===== src/verilog/noc_pkg.sv =====
`default_nettype none

package noc_pkg;

    typedef logic [1:0]  coord_t;
    typedef logic [7:0]  addr_t;
    typedef logic [15:0] data_t;
    typedef logic [5:0]  tag_t;

    // Flit layout, MSB first: dst x, dst y, src x, src y, op, addr, data, tag.
    typedef logic [39:0] flit_t;

    typedef enum logic [1:0] {
        OP_WRITE,
        OP_READ,
        OP_WACK,
        OP_RDATA
    } op_t;

    typedef enum logic [2:0] {
        DIR_HOME,
        DIR_NORTH,
        DIR_EAST,
        DIR_SOUTH,
        DIR_WEST
    } dir_t;

    localparam int NUM_PORTS = 5;

    function automatic flit_t flit_pack(coord_t dst_x, coord_t dst_y, coord_t src_x,
                                        coord_t src_y, op_t op, addr_t addr,
                                        data_t data, tag_t tag);
        return {dst_x, dst_y, src_x, src_y, op, addr, data, tag};
    endfunction

    function automatic coord_t flit_dst_x(flit_t f);
        return f[39:38];
    endfunction

    function automatic coord_t flit_dst_y(flit_t f);
        return f[37:36];
    endfunction

    function automatic coord_t flit_src_x(flit_t f);
        return f[35:34];
    endfunction

    function automatic coord_t flit_src_y(flit_t f);
        return f[33:32];
    endfunction

    function automatic op_t flit_op(flit_t f);
        return op_t'(f[31:30]);
    endfunction

    function automatic addr_t flit_addr(flit_t f);
        return f[29:22];
    endfunction

    function automatic data_t flit_data(flit_t f);
        return f[21:6];
    endfunction

    function automatic tag_t flit_tag(flit_t f);
        return f[5:0];
    endfunction

endpackage

`default_nettype wire


===== src/verilog/flit_fifo.sv =====
`default_nettype none

module flit_fifo #(
    parameter int WIDTH = 40,
    parameter int DEPTH = 4
) (
    input  logic             aclk,
    input  logic             arst_n,
    input  logic             push,
    input  logic [WIDTH-1:0] push_data,
    input  logic             pop,
    output logic [WIDTH-1:0] head,
    output logic             empty,
    output logic             full
);

    localparam int PW = (DEPTH > 1) ? $clog2(DEPTH) : 1;
    localparam int CW = $clog2(DEPTH + 1);

    logic [WIDTH-1:0] mem [DEPTH];
    logic [PW-1:0]    wr_ptr;
    logic [PW-1:0]    rd_ptr;
    logic [CW-1:0]    count;

    function automatic logic [PW-1:0] next_ptr(logic [PW-1:0] ptr);
        return (ptr == PW'(DEPTH - 1)) ? '0 : ptr + 1'b1;
    endfunction

    assign head  = mem[rd_ptr];
    assign empty = (count == '0);
    assign full  = (count == CW'(DEPTH));

    always_ff @(posedge aclk or negedge arst_n) begin
        if (!arst_n) begin
            wr_ptr <= '0;
            rd_ptr <= '0;
            count  <= '0;
        end else begin
            if (push) begin
                wr_ptr <= next_ptr(wr_ptr);
            end
            if (pop) begin
                rd_ptr <= next_ptr(rd_ptr);
            end
            case ({push, pop})
                2'b10:   count <= count + 1'b1;
                2'b01:   count <= count - 1'b1;
                default: count <= count;
            endcase
        end
    end

    always_ff @(posedge aclk) begin
        if (push) begin
            mem[wr_ptr] <= push_data;
        end
    end

    a_no_overflow: assert property (@(posedge aclk) disable iff (!arst_n) push |-> !full);
    a_no_underflow: assert property (@(posedge aclk) disable iff (!arst_n) pop |-> !empty);

endmodule

`default_nettype wire


===== src/verilog/router_xy.sv =====
`default_nettype none

module router_xy
    import noc_pkg::*;
#(
    parameter int ROUTER_X   = 0,
    parameter int ROUTER_Y   = 0,
    parameter int MESH_X     = 3,
    parameter int MESH_Y     = 3,
    parameter int FIFO_DEPTH = 4
) (
    input  logic                  aclk,
    input  logic                  arst_n,
    input  logic [NUM_PORTS-1:0]  in_valid,
    input  flit_t [NUM_PORTS-1:0] in_flit,
    output logic [NUM_PORTS-1:0]  in_ready,
    output logic [NUM_PORTS-1:0]  out_valid,
    output flit_t [NUM_PORTS-1:0] out_flit,
    input  logic [NUM_PORTS-1:0]  out_ready
);

    localparam coord_t MY_X = coord_t'(ROUTER_X);
    localparam coord_t MY_Y = coord_t'(ROUTER_Y);

    // Ports that have a neighbour, bit order WEST SOUTH EAST NORTH HOME.
    localparam logic [NUM_PORTS-1:0] PORT_EN = {
        ROUTER_X != 0,
        ROUTER_Y != MESH_Y - 1,
        ROUTER_X != MESH_X - 1,
        ROUTER_Y != 0,
        1'b1
    };

    flit_t [NUM_PORTS-1:0]      head;
    logic [NUM_PORTS-1:0]       empty;
    logic [NUM_PORTS-1:0]       full;
    logic [NUM_PORTS-1:0]       pop;
    dir_t                       route [NUM_PORTS];
    logic [NUM_PORTS-1:0]       gnt_valid;
    logic [NUM_PORTS-1:0][2:0]  gnt_idx;
    logic [NUM_PORTS-1:0][2:0]  rr;

    // ~~~~~~~~~~~~~~~~~~~~~~~~~~~~~~~~~~~~~~~~~~~~~~~~~~~~~~~~~~~~~~~~~~~~~~~~~
    // Input buffers.
    // ~~~~~~~~~~~~~~~~~~~~~~~~~~~~~~~~~~~~~~~~~~~~~~~~~~~~~~~~~~~~~~~~~~~~~~~~~

    for (genvar i = 0; i < NUM_PORTS; i++) begin : g_in
        flit_fifo #(
            .WIDTH($bits(flit_t)),
            .DEPTH(FIFO_DEPTH)
        ) u_fifo (
            .aclk,
            .arst_n,
            .push     (in_valid[i] & PORT_EN[i] & ~full[i]),
            .push_data(in_flit[i]),
            .pop      (pop[i]),
            .head     (head[i]),
            .empty    (empty[i]),
            .full     (full[i])
        );
    end

    assign in_ready = ~full;

    // X first, then Y.
    always_comb begin
        for (int i = 0; i < NUM_PORTS; i++) begin
            if (flit_dst_x(head[i]) > MY_X) begin
                route[i] = DIR_EAST;
            end else if (flit_dst_x(head[i]) < MY_X) begin
                route[i] = DIR_WEST;
            end else if (flit_dst_y(head[i]) > MY_Y) begin
                route[i] = DIR_SOUTH;
            end else if (flit_dst_y(head[i]) < MY_Y) begin
                route[i] = DIR_NORTH;
            end else begin
                route[i] = DIR_HOME;
            end
        end
    end

    // ~~~~~~~~~~~~~~~~~~~~~~~~~~~~~~~~~~~~~~~~~~~~~~~~~~~~~~~~~~~~~~~~~~~~~~~~~
    // Output arbitration.
    // ~~~~~~~~~~~~~~~~~~~~~~~~~~~~~~~~~~~~~~~~~~~~~~~~~~~~~~~~~~~~~~~~~~~~~~~~~

    // Scan from the lowest priority up so the last hit wins.
    always_comb begin
        int idx;
        for (int o = 0; o < NUM_PORTS; o++) begin
            gnt_valid[o] = 1'b0;
            gnt_idx[o]   = '0;
            for (int k = NUM_PORTS - 1; k >= 0; k--) begin
                idx = int'(rr[o]) + k;
                if (idx >= NUM_PORTS) begin
                    idx = idx - NUM_PORTS;
                end
                if (!empty[idx] && route[idx] == dir_t'(o)) begin
                    gnt_valid[o] = 1'b1;
                    gnt_idx[o]   = 3'(idx);
                end
            end
        end
    end

    always_comb begin
        pop = '0;
        for (int o = 0; o < NUM_PORTS; o++) begin
            out_flit[o] = head[gnt_idx[o]];
            if (gnt_valid[o] && out_ready[o]) begin
                pop[gnt_idx[o]] = 1'b1;
            end
        end
    end

    assign out_valid = gnt_valid;

    // A stalled winner keeps top priority, so its grant holds.
    always_ff @(posedge aclk or negedge arst_n) begin
        if (!arst_n) begin
            rr <= '0;
        end else begin
            for (int o = 0; o < NUM_PORTS; o++) begin
                if (gnt_valid[o] && out_ready[o]) begin
                    rr[o] <= (gnt_idx[o] == 3'(NUM_PORTS - 1)) ? 3'd0 : gnt_idx[o] + 3'd1;
                end else if (gnt_valid[o]) begin
                    rr[o] <= gnt_idx[o];
                end
            end
        end
    end

    a_no_edge_out: assert property (@(posedge aclk) disable iff (!arst_n)
        (out_valid & ~PORT_EN) == '0);

    for (genvar o = 0; o < NUM_PORTS; o++) begin : g_chk
        a_hold: assert property (@(posedge aclk) disable iff (!arst_n)
            out_valid[o] && !out_ready[o] |=> out_valid[o] && $stable(out_flit[o]));
    end

endmodule

`default_nettype wire

===== config.mk =====
export PLATFORM = sky130hd
export DESIGN_NAME = router_xy
export DESIGN_NICKNAME = d
export VERILOG_FILES = /design/src/verilog/noc_pkg.sv /design/src/verilog/flit_fifo.sv /design/src/verilog/router_xy.sv
export SDC_FILE = /design/constraint.sdc
export NUM_CORES = 1
export LEC_CHECK = 0
export ABC_CLOCK_PERIOD_IN_PS = 16600
export BUFFER_PORTS_ARGS = -buffer_cell sky130_fd_sc_hd__buf_2
export CORE_MARGIN = 2
export CORE_UTILIZATION = 30
export CTS_CLUSTER_SIZE = 24
export DETAILED_ROUTE_END_ITERATION = 10
export PLACE_DENSITY_LB_ADDON = 0.2
export SYNTH_ARGS = -nofsm -noshare
export SYNTH_HDL_FRONTEND = slang
export SYNTH_HIERARCHICAL = 1
export SYNTH_SLANG_ARGS = --single-unit

===== constraint.sdc =====
create_clock -name aclk -period 16.6 [get_ports aclk]
set_input_delay 4.98 -clock aclk [delete_from_list [all_inputs] [get_ports aclk]]
set_output_delay 4.98 -clock aclk [all_outputs]
set_load 0.005 [all_outputs]

==> out/results.tsv, run 1 <==
stage	metric	value	unit
worst_setup_path	crit_chain	buf_4 > mux4_1 > or2_1 > or3_1 > nor4_1 > a221o_1 > a21o_1 > o311ai_1 > a21o_1 > inv_4 > buf_4 > mux2i_1 > o221ai_1 > buf_2	
hold_path	hold_start	g_in[4].u_fifo/count[2]	
worst_setup_path	crit_required	11620	ps
global_routing	grt_usage	19.3	%
global_routing	gr-usage-met3	5.60	%
timing	rsz0062_at_grt	false	
floorplanning	fp-row-count	135	
synthesis	yosys_register_bits	844	
global_routing	use_met2	31.3	%
cts	cts_root_buf	clkbuf_16	
cells_and_area	nFillCells	12900	
worst_setup_path	endpoint_kind	output port	
synthesis	yosysWarnings	6	
synthesis	synth_top_family_by_area	multiplexers	
cts	h-tree-depth	3	
timing	fmax	0.0812	GHz
detailed_routing	remaining_drc_errors	0	
place	placed_area	0.0441	sq mm
synthesis	yosys_most_used_dff	edfxtp_1	
cells_and_area	layout-drive-gt1-share	29.2	%
timing	skew	28.1	ps
cells_and_area	seqCellArea	0.0251	sq mm
timing	slew_headroom	-58.4	%
cts	cts_made_buffers	91	
timing	tns	0	ps
place	port_buffers	415	
synthesis	synth_simple_gate_area_share	6.49	%
global_routing	grt_start_max_net_pins	59	
detailed_routing	drtIter0Drc	2658	
cts	clk_pin_slew	60	ps
cts	insertion_delay	690	ps
detailed_routing	dr.pass1.iters	5	
worst_setup_path	worstPathArrival	7330	ps
timing	fin_crit_sh	74.1	%
timing	drv_slew	328	
worst_setup_path	r2r_slack	9360	ps
detailed_routing	drt_wl_total	136000	um
synthesis	synthArstFlopShare	5.21	%
worst_setup_path	cpLargestDelayFamily	buffers and inverters	
worst_setup_path	worstSetupStartpoint	g_in[4].u_fifo/rd_ptr[0]	
global_routing	grt_overflow_total	0	
worst_setup_path	crit_fanout	48	
worst_setup_path	slowest_stage	buf_4	
cts	ctsResizeCount	0	
floorplanning	die_y	372	um
cells_and_area	multi_input_area	0.0141	sq mm
cells_and_area	syn_to_final_growth	15.6	%
cells_and_area	final_area	0.0470	sq mm
floorplanning	die-area	0.139	sq mm
floorplanning	core	0.135	sq mm
synthesis	yosysUniqueCellTypes	105	
cts	cts_tree	built	
outcome	status	finished, violations left	
detailed_routing	routed_via_density	5.28	
worst_setup_path	crit_path_max_incr_delay	810	ps
floorplanning	io_pins	422	
global_routing	grt_pass1_wl	189000	um
worst_setup_path	path_buf_inv	4	
cts	cts.sinks	844	
detailed_routing	wire_per_inst	28.4	um
place	post-dp-hpwl	97200	um
detailed_routing	ant_nets	0	
synthesis	synth-compound-area-share	8.07	%
synthesis	yosysSeqAreaShare	61.8	%
flow_run	maxCapViolations	0	
worst_setup_path	worstSetupPathType	reg -> out	
cts	post-cts-setup-buffers	0	
cells_and_area	post-route-util	34.8	%
cts	clock_path_buffers	3	
hold_path	hp-class	reg -> reg	
synthesis	postSynthAreaPerCell	15.8	sq um
global_routing	antenna_found_initial	78	
cts	holdBufCountCts	0	
worst_setup_path	startpoint_type	register	
timing	tightest_slew	2380	ps
synthesis	synth-edff-count	800	
synthesis	synthXorXnorAreaFrac	0.643	%
synthesis	synthCells	2573	
outcome	violations	max-slew violations	
floorplanning	start_util	30.1	%
floorplanning	die_width	372	um
synthesis	synth_adder_area_share	2.58	%
timing	setup_viol	0	
synthesis	synth.cell_area	0.0407	sq mm
global_routing	grt_pass1_vias	24400	
global_routing	gr-max-usage-layer	met2	
cells_and_area	nets	3227	
timing	finalHoldViolCount	0	
synthesis	muxShareOfSynthArea	16.5	%
timing	period_minus_slack	12310	ps
worst_setup_path	reg2reg_from	g_in[2].u_fifo/rd_ptr[0]	
detailed_routing	via_count	25400	
place	globalplace.congestion	0.898	
global_routing	use_met1	25.1	%
-- flip-flops by register name, summed over array words and instances, names as in the netlist --
signal,flops
g_in.u_fifo/mem,800
g_in.u_fifo/count,15
g_in.u_fifo/rd_ptr,10
g_in.u_fifo/wr_ptr,10
rr,9
-- placed cells by master (no fill, tap or decap), drive strengths merged, types with 60 or more instances in the layout --
master    n
o221ai   87
nand3   113
mux4    202
ha       76
edfxtp  800
mux2i   190
inv      68
clkbuf  117
buf     461
o21ai    75
nor2     60
nand2   126
-- cell usage after synthesis, types with 7 or more instances --
cell,n,area (sq um)
mux4_2,192,4320
xor2_1,15,131
o22a_1,9,78.8
buf_12,20,400
nand3_1,111,556
o221ai_1,87,762
edfxtp_1,800,24000
inv_1,60,225
nor2b_1,14,87.6
nand2b_1,9,56.3
or3_1,14,87.6
nor3_1,24,120
and3_1,36,225
a21boi_0,31,233
a21o_1,15,113
clkbuf_1,99,372
o21bai_1,7,52.6
mux2i_1,190,1900
buf_6,14,158
a21oi_1,40,200
o21ai_1,33,165
dfrtp_1,44,1100
a211oi_1,16,120
o2111ai_1,10,87.6
a221o_1,13,130
nand2_1,125,469
ha_1,76,951
mux2_2,20,225
mux4_1,10,263
nor2_1,60,225
o21ai_0,40,200
buf_2,58,290
a32o_1,8,80.1
a31oi_1,11,68.8
and2_1,29,181
nand4_1,36,225
o211ai_1,23,173
buf_4,16,120
xnor2_1,13,114
-- cells by family after synthesis --
| family | Yosys count |
|---|---|
| flops | 844 |
| simple gates | 507 |
| compound gates | 425 |
| mux | 413 |
| buf+inv | 273 |
| fa+ha+maj | 81 |
| xor+xnor | 29 |
| other cells | 1 |
-- worst paths after layout --
path,end,cells after the start
min in group asynchronous,g_in[0].u_fifo/rd_ptr[1],2
worst min register to register,g_in[4].u_fifo/count[2],1
max in group asynchronous,g_in[3].u_fifo/rd_ptr[1],2
worst max-delay path,out_flit[138],14
worst max register to register,g_in[3].u_fifo/count[2],17
worst min-delay path,g_in[4].u_fifo/count[2],1
-- area by class of cell --
type | instances | share of cell area, %
multi-input combinational | 1473 | 30.0
clock buffer | 117 | 5.22
sequential | 844 | 53.4
timing repair buffer | 461 | 5.15
clock inverter | 50 | 0.881
antenna | 15 | 0.0798
inverter | 63 | 0.514
tap | 1781 | 4.74
-- metal layers --
layer  up-vias  part of all wire [%]
li1      11100                     -
met2      1040                    48
met5         -                  0.21
met4        44                   3.1
met1     12900                    40
met3       244                   9.4
-- through the flow --
step           std cells  worst slack, ps  hold WS, ps
3_5_place_dp        4622             4990          479
5_1_grt             4790             3940          517
3_3_place_gp        4622             4960          474
6_report            4804             4290          485
2_1_floorplan       2590             7630          457
4_1_cts             4789             4230          487
Power of run 1 is left out: the tool's default activity adds up to more than one toggle a clock period on the data nets, which glitch-free logic cannot reach.
==> run 2: changes to the inputs <==
--- a/config.mk
+++ b/config.mk
@@ -5,7 +5,7 @@
 export SDC_FILE = /design/constraint.sdc
 export NUM_CORES = 1
 export LEC_CHECK = 0
-export ABC_CLOCK_PERIOD_IN_PS = 16600
+export ABC_CLOCK_PERIOD_IN_PS = 12400
 export BUFFER_PORTS_ARGS = -buffer_cell sky130_fd_sc_hd__buf_2
 export CORE_MARGIN = 2
 export CORE_UTILIZATION = 30
==> constraint.sdc (replaced) <==
create_clock -name aclk -period 12.4 [get_ports aclk]
set_input_delay 3.72 -clock aclk [delete_from_list [all_inputs] [get_ports aclk]]
set_output_delay 3.72 -clock aclk [all_outputs]
set_load 0.005 [all_outputs]
==> out/results.tsv, run 2 (synthesized netlist as in run 1, its figures left out) <==
stage	metric	value	unit
cells_and_area	syn_to_final_growth	16.1	%
cells_and_area	final_cell_mix	edfxtp_1, buf_2, mux4_2	
cells_and_area	top_register	g_in.u_fifo/mem	
timing	tightest_slew	2390	ps
detailed_routing	routed_via_density	5.30	
floorplanning	die_y	372	um
cells_and_area	layout-drive-gt1-share	29.3	%
timing	tns	0	ps
cells_and_area	post-route-util	35.0	%
outcome	status	finished, violations left	
worst_setup_path	reg2reg_depth	18	
cts	post-cts-setup-buffers	0	
cells_and_area	largest_register_ffs	800	
floorplanning	start_util	30.1	%
hold_path	hold-path-cell-count	1	
cts	cts.sinks	844	
floorplanning	fp-row-count	135	
worst_setup_path	reg2reg_from	g_in[3].u_fifo/rd_ptr[0]	
place	post-dp-hpwl	97800	um
cts	h-tree-depth	3	
global_routing	grt_pass1_vias	24600	
global_routing	grt_overflow_total	0	
global_routing	gr-usage-met3	4.31	%
place	port_buffers	415	
detailed_routing	dr.pass1.iters	6	
hold_path	hp-class	reg -> reg	
cts	cts_made_buffers	91	
cts	clock_path_buffers	3	
cts	ctsResizeCount	0	
cts	cts_tree	built	
timing	fin_crit_sh	86.0	%
place	globalplace.congestion	0.869	
worst_setup_path	startpoint_type	register	
worst_setup_path	worstSetupPathType	reg -> out	
cts	cts_root_buf	clkbuf_16	
cells_and_area	reg.largest.list	g_in.u_fifo/mem: 800 flops, g_in.u_fifo/count: 15 flops	
global_routing	grt_start_max_net_pins	62	
timing	finalHoldViolCount	0	
cells_and_area	nets	3225	
cts	clk_pin_slew	60	ps
hold_path	hold_start	g_in[1].u_fifo/count[2]	
detailed_routing	via_count	25500	
global_routing	gr-max-usage-layer	met2	
global_routing	use_met2	32.2	%
detailed_routing	wire_per_inst	28.5	um
timing	setup_viol	0	
worst_setup_path	endpoint_kind	output port	
cells_and_area	layout.cells.most_common	edfxtp_1	
detailed_routing	drt_wl_total	137000	um
global_routing	use_met1	25.7	%
global_routing	grt_usage	19.4	%
timing	rsz0062_at_grt	false	
worst_setup_path	worstSetupStartpoint	g_in[3].u_fifo/rd_ptr[0]	
floorplanning	die_width	372	um
cts	holdBufCountCts	0	
worst_setup_path	crit_required	8680	ps
floorplanning	io_pins	422	
timing	skew	32.9	ps
flow_run	maxCapViolations	0	
detailed_routing	ant_nets	0	
timing	slew_headroom	-59.3	%
detailed_routing	drtIter0Drc	2385	
timing	fmax	0.0937	GHz
timing	period_minus_slack	10670	ps
outcome	violations	max-slew violations	
worst_setup_path	worstPathArrival	6950	ps
global_routing	antenna_found_initial	69	
detailed_routing	remaining_drc_errors	0	
global_routing	grt_pass1_wl	189000	um
timing	drv_slew	328	
worst_setup_path	crit_fanout	37	
floorplanning	core	0.135	sq mm
floorplanning	die-area	0.139	sq mm
cts	insertion_delay	720	ps
run 2: worst paths after layout:
check                                           endpoint  slack, ps
worst min-delay path             g_in[1].u_fifo/count[2]        490
worst min register to register   g_in[1].u_fifo/count[2]        490
worst max register to register   g_in[3].u_fifo/count[2]       5110
worst max-delay path                         out_flit[0]       1730
max in group asynchronous       g_in[3].u_fifo/rd_ptr[1]       8630
min in group asynchronous       g_in[0].u_fifo/rd_ptr[1]       3150
run 2: cell type report:
type	count	area, sq um
fillers	13000	87800
flip-flops and latches	844	25100
multi-input cells	1473	14100
clock buffers	114	2410
repair buffers	459	2410
well taps	1781	2230
clock inverters	56	653
inverters	63	241
diodes	14	35.0
run 2: through the flow:
step           hold slack, ps  instance area (sq um)  setup slack, ps  instances
6_report                  493                  47200             1730       4804
5_1_grt                   522                  47200             1380       4790
4_1_cts                   495                  47200             1700       4790
3_5_place_dp              483                  44100             2480       4620
3_3_place_gp              488                  44100             2460       4620
2_1_floorplan             457                  40700             4690       2590
run 2: metal layers:
metal	share of wire, %	vias up
li1	-	11100
met1	41	13200
met2	49	938
met3	7.9	211
met4	2.2	36
met5	0.17	-
run 2: critical path, stage by stage (launching register included):
cell and delay [ps]:
dfrtp_2 460, buf_4 660, mux4_1 850, or3_1 520, a2111oi_2 500, a211oi_1 130
o21ai_0 310, o2111ai_2 380, o211a_1 490, nor3_4 780, and2_1 530, a221o_1 440
buf_2 180
Power of run 2 is left out for the same reason.
==> run 3: changes to the inputs <==
--- a/config.mk
+++ b/config.mk
@@ -7,8 +7,9 @@
 export LEC_CHECK = 0
 export ABC_CLOCK_PERIOD_IN_PS = 12400
 export BUFFER_PORTS_ARGS = -buffer_cell sky130_fd_sc_hd__buf_2
+export CAP_MARGIN = 20
 export CORE_MARGIN = 2
-export CORE_UTILIZATION = 30
+export CORE_UTILIZATION = 45
 export CTS_CLUSTER_SIZE = 24
 export DETAILED_ROUTE_END_ITERATION = 10
 export PLACE_DENSITY_LB_ADDON = 0.2
==> out/results.tsv, run 3 (synthesized netlist as in run 1, its figures left out) <==
stage	metric	value	unit
outcome	status	finished, violations left	
outcome	violations	max-slew violations	
flow_run	maxCapViolations	0	
cells_and_area	nFillCells	7372	
floorplanning	fp-row-count	110	
cts	clock_path_buffers	3	
floorplanning	io_pins	422	
place	post-dp-hpwl	87800	um
worst_setup_path	endpoint_kind	output port	
cells_and_area	final_cell_mix	edfxtp_1, buf_2, mux4_2	
timing	tns	0	ps
global_routing	grt_pass1_wl	178000	um
floorplanning	core	0.0897	sq mm
detailed_routing	drt_wl_total	124000	um
detailed_routing	remaining_drc_errors	0	
detailed_routing	via_count	25800	
cts	insertion_delay	640	ps
timing	slew_headroom	-70.1	%
worst_setup_path	crit_required	8680	ps
cts	h-tree-depth	3	
timing	rsz0062_at_grt	false	
place	port_buffers	415	
cells_and_area	nets	3220	
global_routing	grt_start_max_net_pins	66	
cts	ctsResizeCount	0	
timing	fmax	0.0943	GHz
worst_setup_path	crit_fanout	54	
cts	holdBufCountCts	0	
global_routing	antenna_found_initial	29	
timing	setup_viol	0	
worst_setup_path	worstPathArrival	6880	ps
timing	skew	19.6	ps
timing	finalHoldViolCount	0	
timing	drv_slew	328	
detailed_routing	dr.pass1.iters	6	
cts	cts_tree	built	
timing	period_minus_slack	10600	ps
worst_setup_path	startpoint_type	register	
floorplanning	die_y	305	um
global_routing	grt_overflow_total	0	
detailed_routing	drtIter0Drc	2589	
floorplanning	die_width	305	um
cts	cts.sinks	844	
detailed_routing	routed_via_density	6.17	
hold_path	hp-class	reg -> reg	
cells_and_area	layout.cells.most_common	edfxtp_1	
cells_and_area	reg.largest.list	g_in.u_fifo/mem: 800 flops, g_in.u_fifo/count: 15 flops	
cells_and_area	layout-drive-gt1-share	29.0	%
cts	cts_made_buffers	88	
timing	fin_crit_sh	85.5	%
detailed_routing	wire_per_inst	29.6	um
cells_and_area	largest_register_ffs	800	
place	globalplace.congestion	0.953	
cts	post-cts-setup-buffers	0	
cts	clk_pin_slew	60	ps
global_routing	grt_usage	26.4	%
cells_and_area	syn_to_final_growth	13.7	%
floorplanning	die-area	0.0928	sq mm
place	placed_area	0.0434	sq mm
worst_setup_path	worstSetupPathType	reg -> out	
cts	cts_root_buf	clkbuf_16	
cells_and_area	final_area	0.0462	sq mm
detailed_routing	ant_nets	0	
floorplanning	start_util	45.3	%
global_routing	grt_pass1_vias	25400	
cells_and_area	top_register	g_in.u_fifo/mem	
timing	tightest_slew	2550	ps
run 3: cell types whose count changed in the layout (fill, tap and decap cells not counted), moves of 5 or more:
cell and change:
diode_2 -8, buf_4 -7, clkinvlp_4 -8, clkinv_2 +5, buf_12 +5
run 3: cell type report:
| class | count | area [sq um] | area share, % |
|---|---|---|---|
| diodes | 6 | 15.0 | 0.0325 |
| clock buffers | 109 | 2330 | 5.04 |
| flip-flops and latches | 844 | 25100 | 54.4 |
| well taps | 1176 | 1470 | 3.18 |
| clock inverters | 53 | 504 | 1.09 |
| repair buffers | 457 | 2450 | 5.31 |
| inverters | 63 | 241 | 0.522 |
| multi-input cells | 1473 | 14100 | 30.5 |
run 3: routing by layer:
metal | GRT usage, % | vias to the layer above | part of all wire, %
li1 | - | 11100 | -
met1 | 33.7 | 13300 | 38
met2 | 43.6 | 1158 | 49
met3 | 6.11 | 233 | 8.3
met4 | 10.7 | 30 | 4.4
met5 | 0 | - | 0.15
run 3: worst paths after layout:
check                                         start                       end  slack (ps)  depth (start not counted)
max reg2reg                g_in[2].u_fifo/rd_ptr[0]   g_in[4].u_fifo/count[2]        5490                         17
max                        g_in[2].u_fifo/rd_ptr[0]             out_flit[124]        1800                         14
max in group asynchronous                    arst_n  g_in[4].u_fifo/rd_ptr[0]        8670                          2
min in group asynchronous                    arst_n   g_in[0].u_fifo/count[1]        3190                          2
min reg2reg                 g_in[4].u_fifo/count[2]   g_in[4].u_fifo/count[2]         480                          1
min                         g_in[4].u_fifo/count[2]   g_in[4].u_fifo/count[2]         480                          1
run 3: worst max-delay path: stages (launching register included):
cell,delay (ps)
dfrtp_2,470
buf_4,620
mux4_1,810
nor2_1,250
nor3_1,200
mux2_1,340
a221o_1,370
a21oi_1,320
o311ai_1,210
a21o_1,410
inv_4,770
buf_4,540
mux2i_1,280
o221ai_1,270
buf_2,230
run 3: stage by stage:
stage               utilization [%]  hold WS (ps)  std cells  worst slack (ps)
finish                         51.5           481       4181              1800
floorplan                         -           457       2590              4690
detailed placement             48.3           473       4012              2350
global route                   51.5           505       4177              1460
CTS                            51.5           484       4174              1640
global placement               48.2           471       4008              2420
Power of run 3 is left out for the same reason.
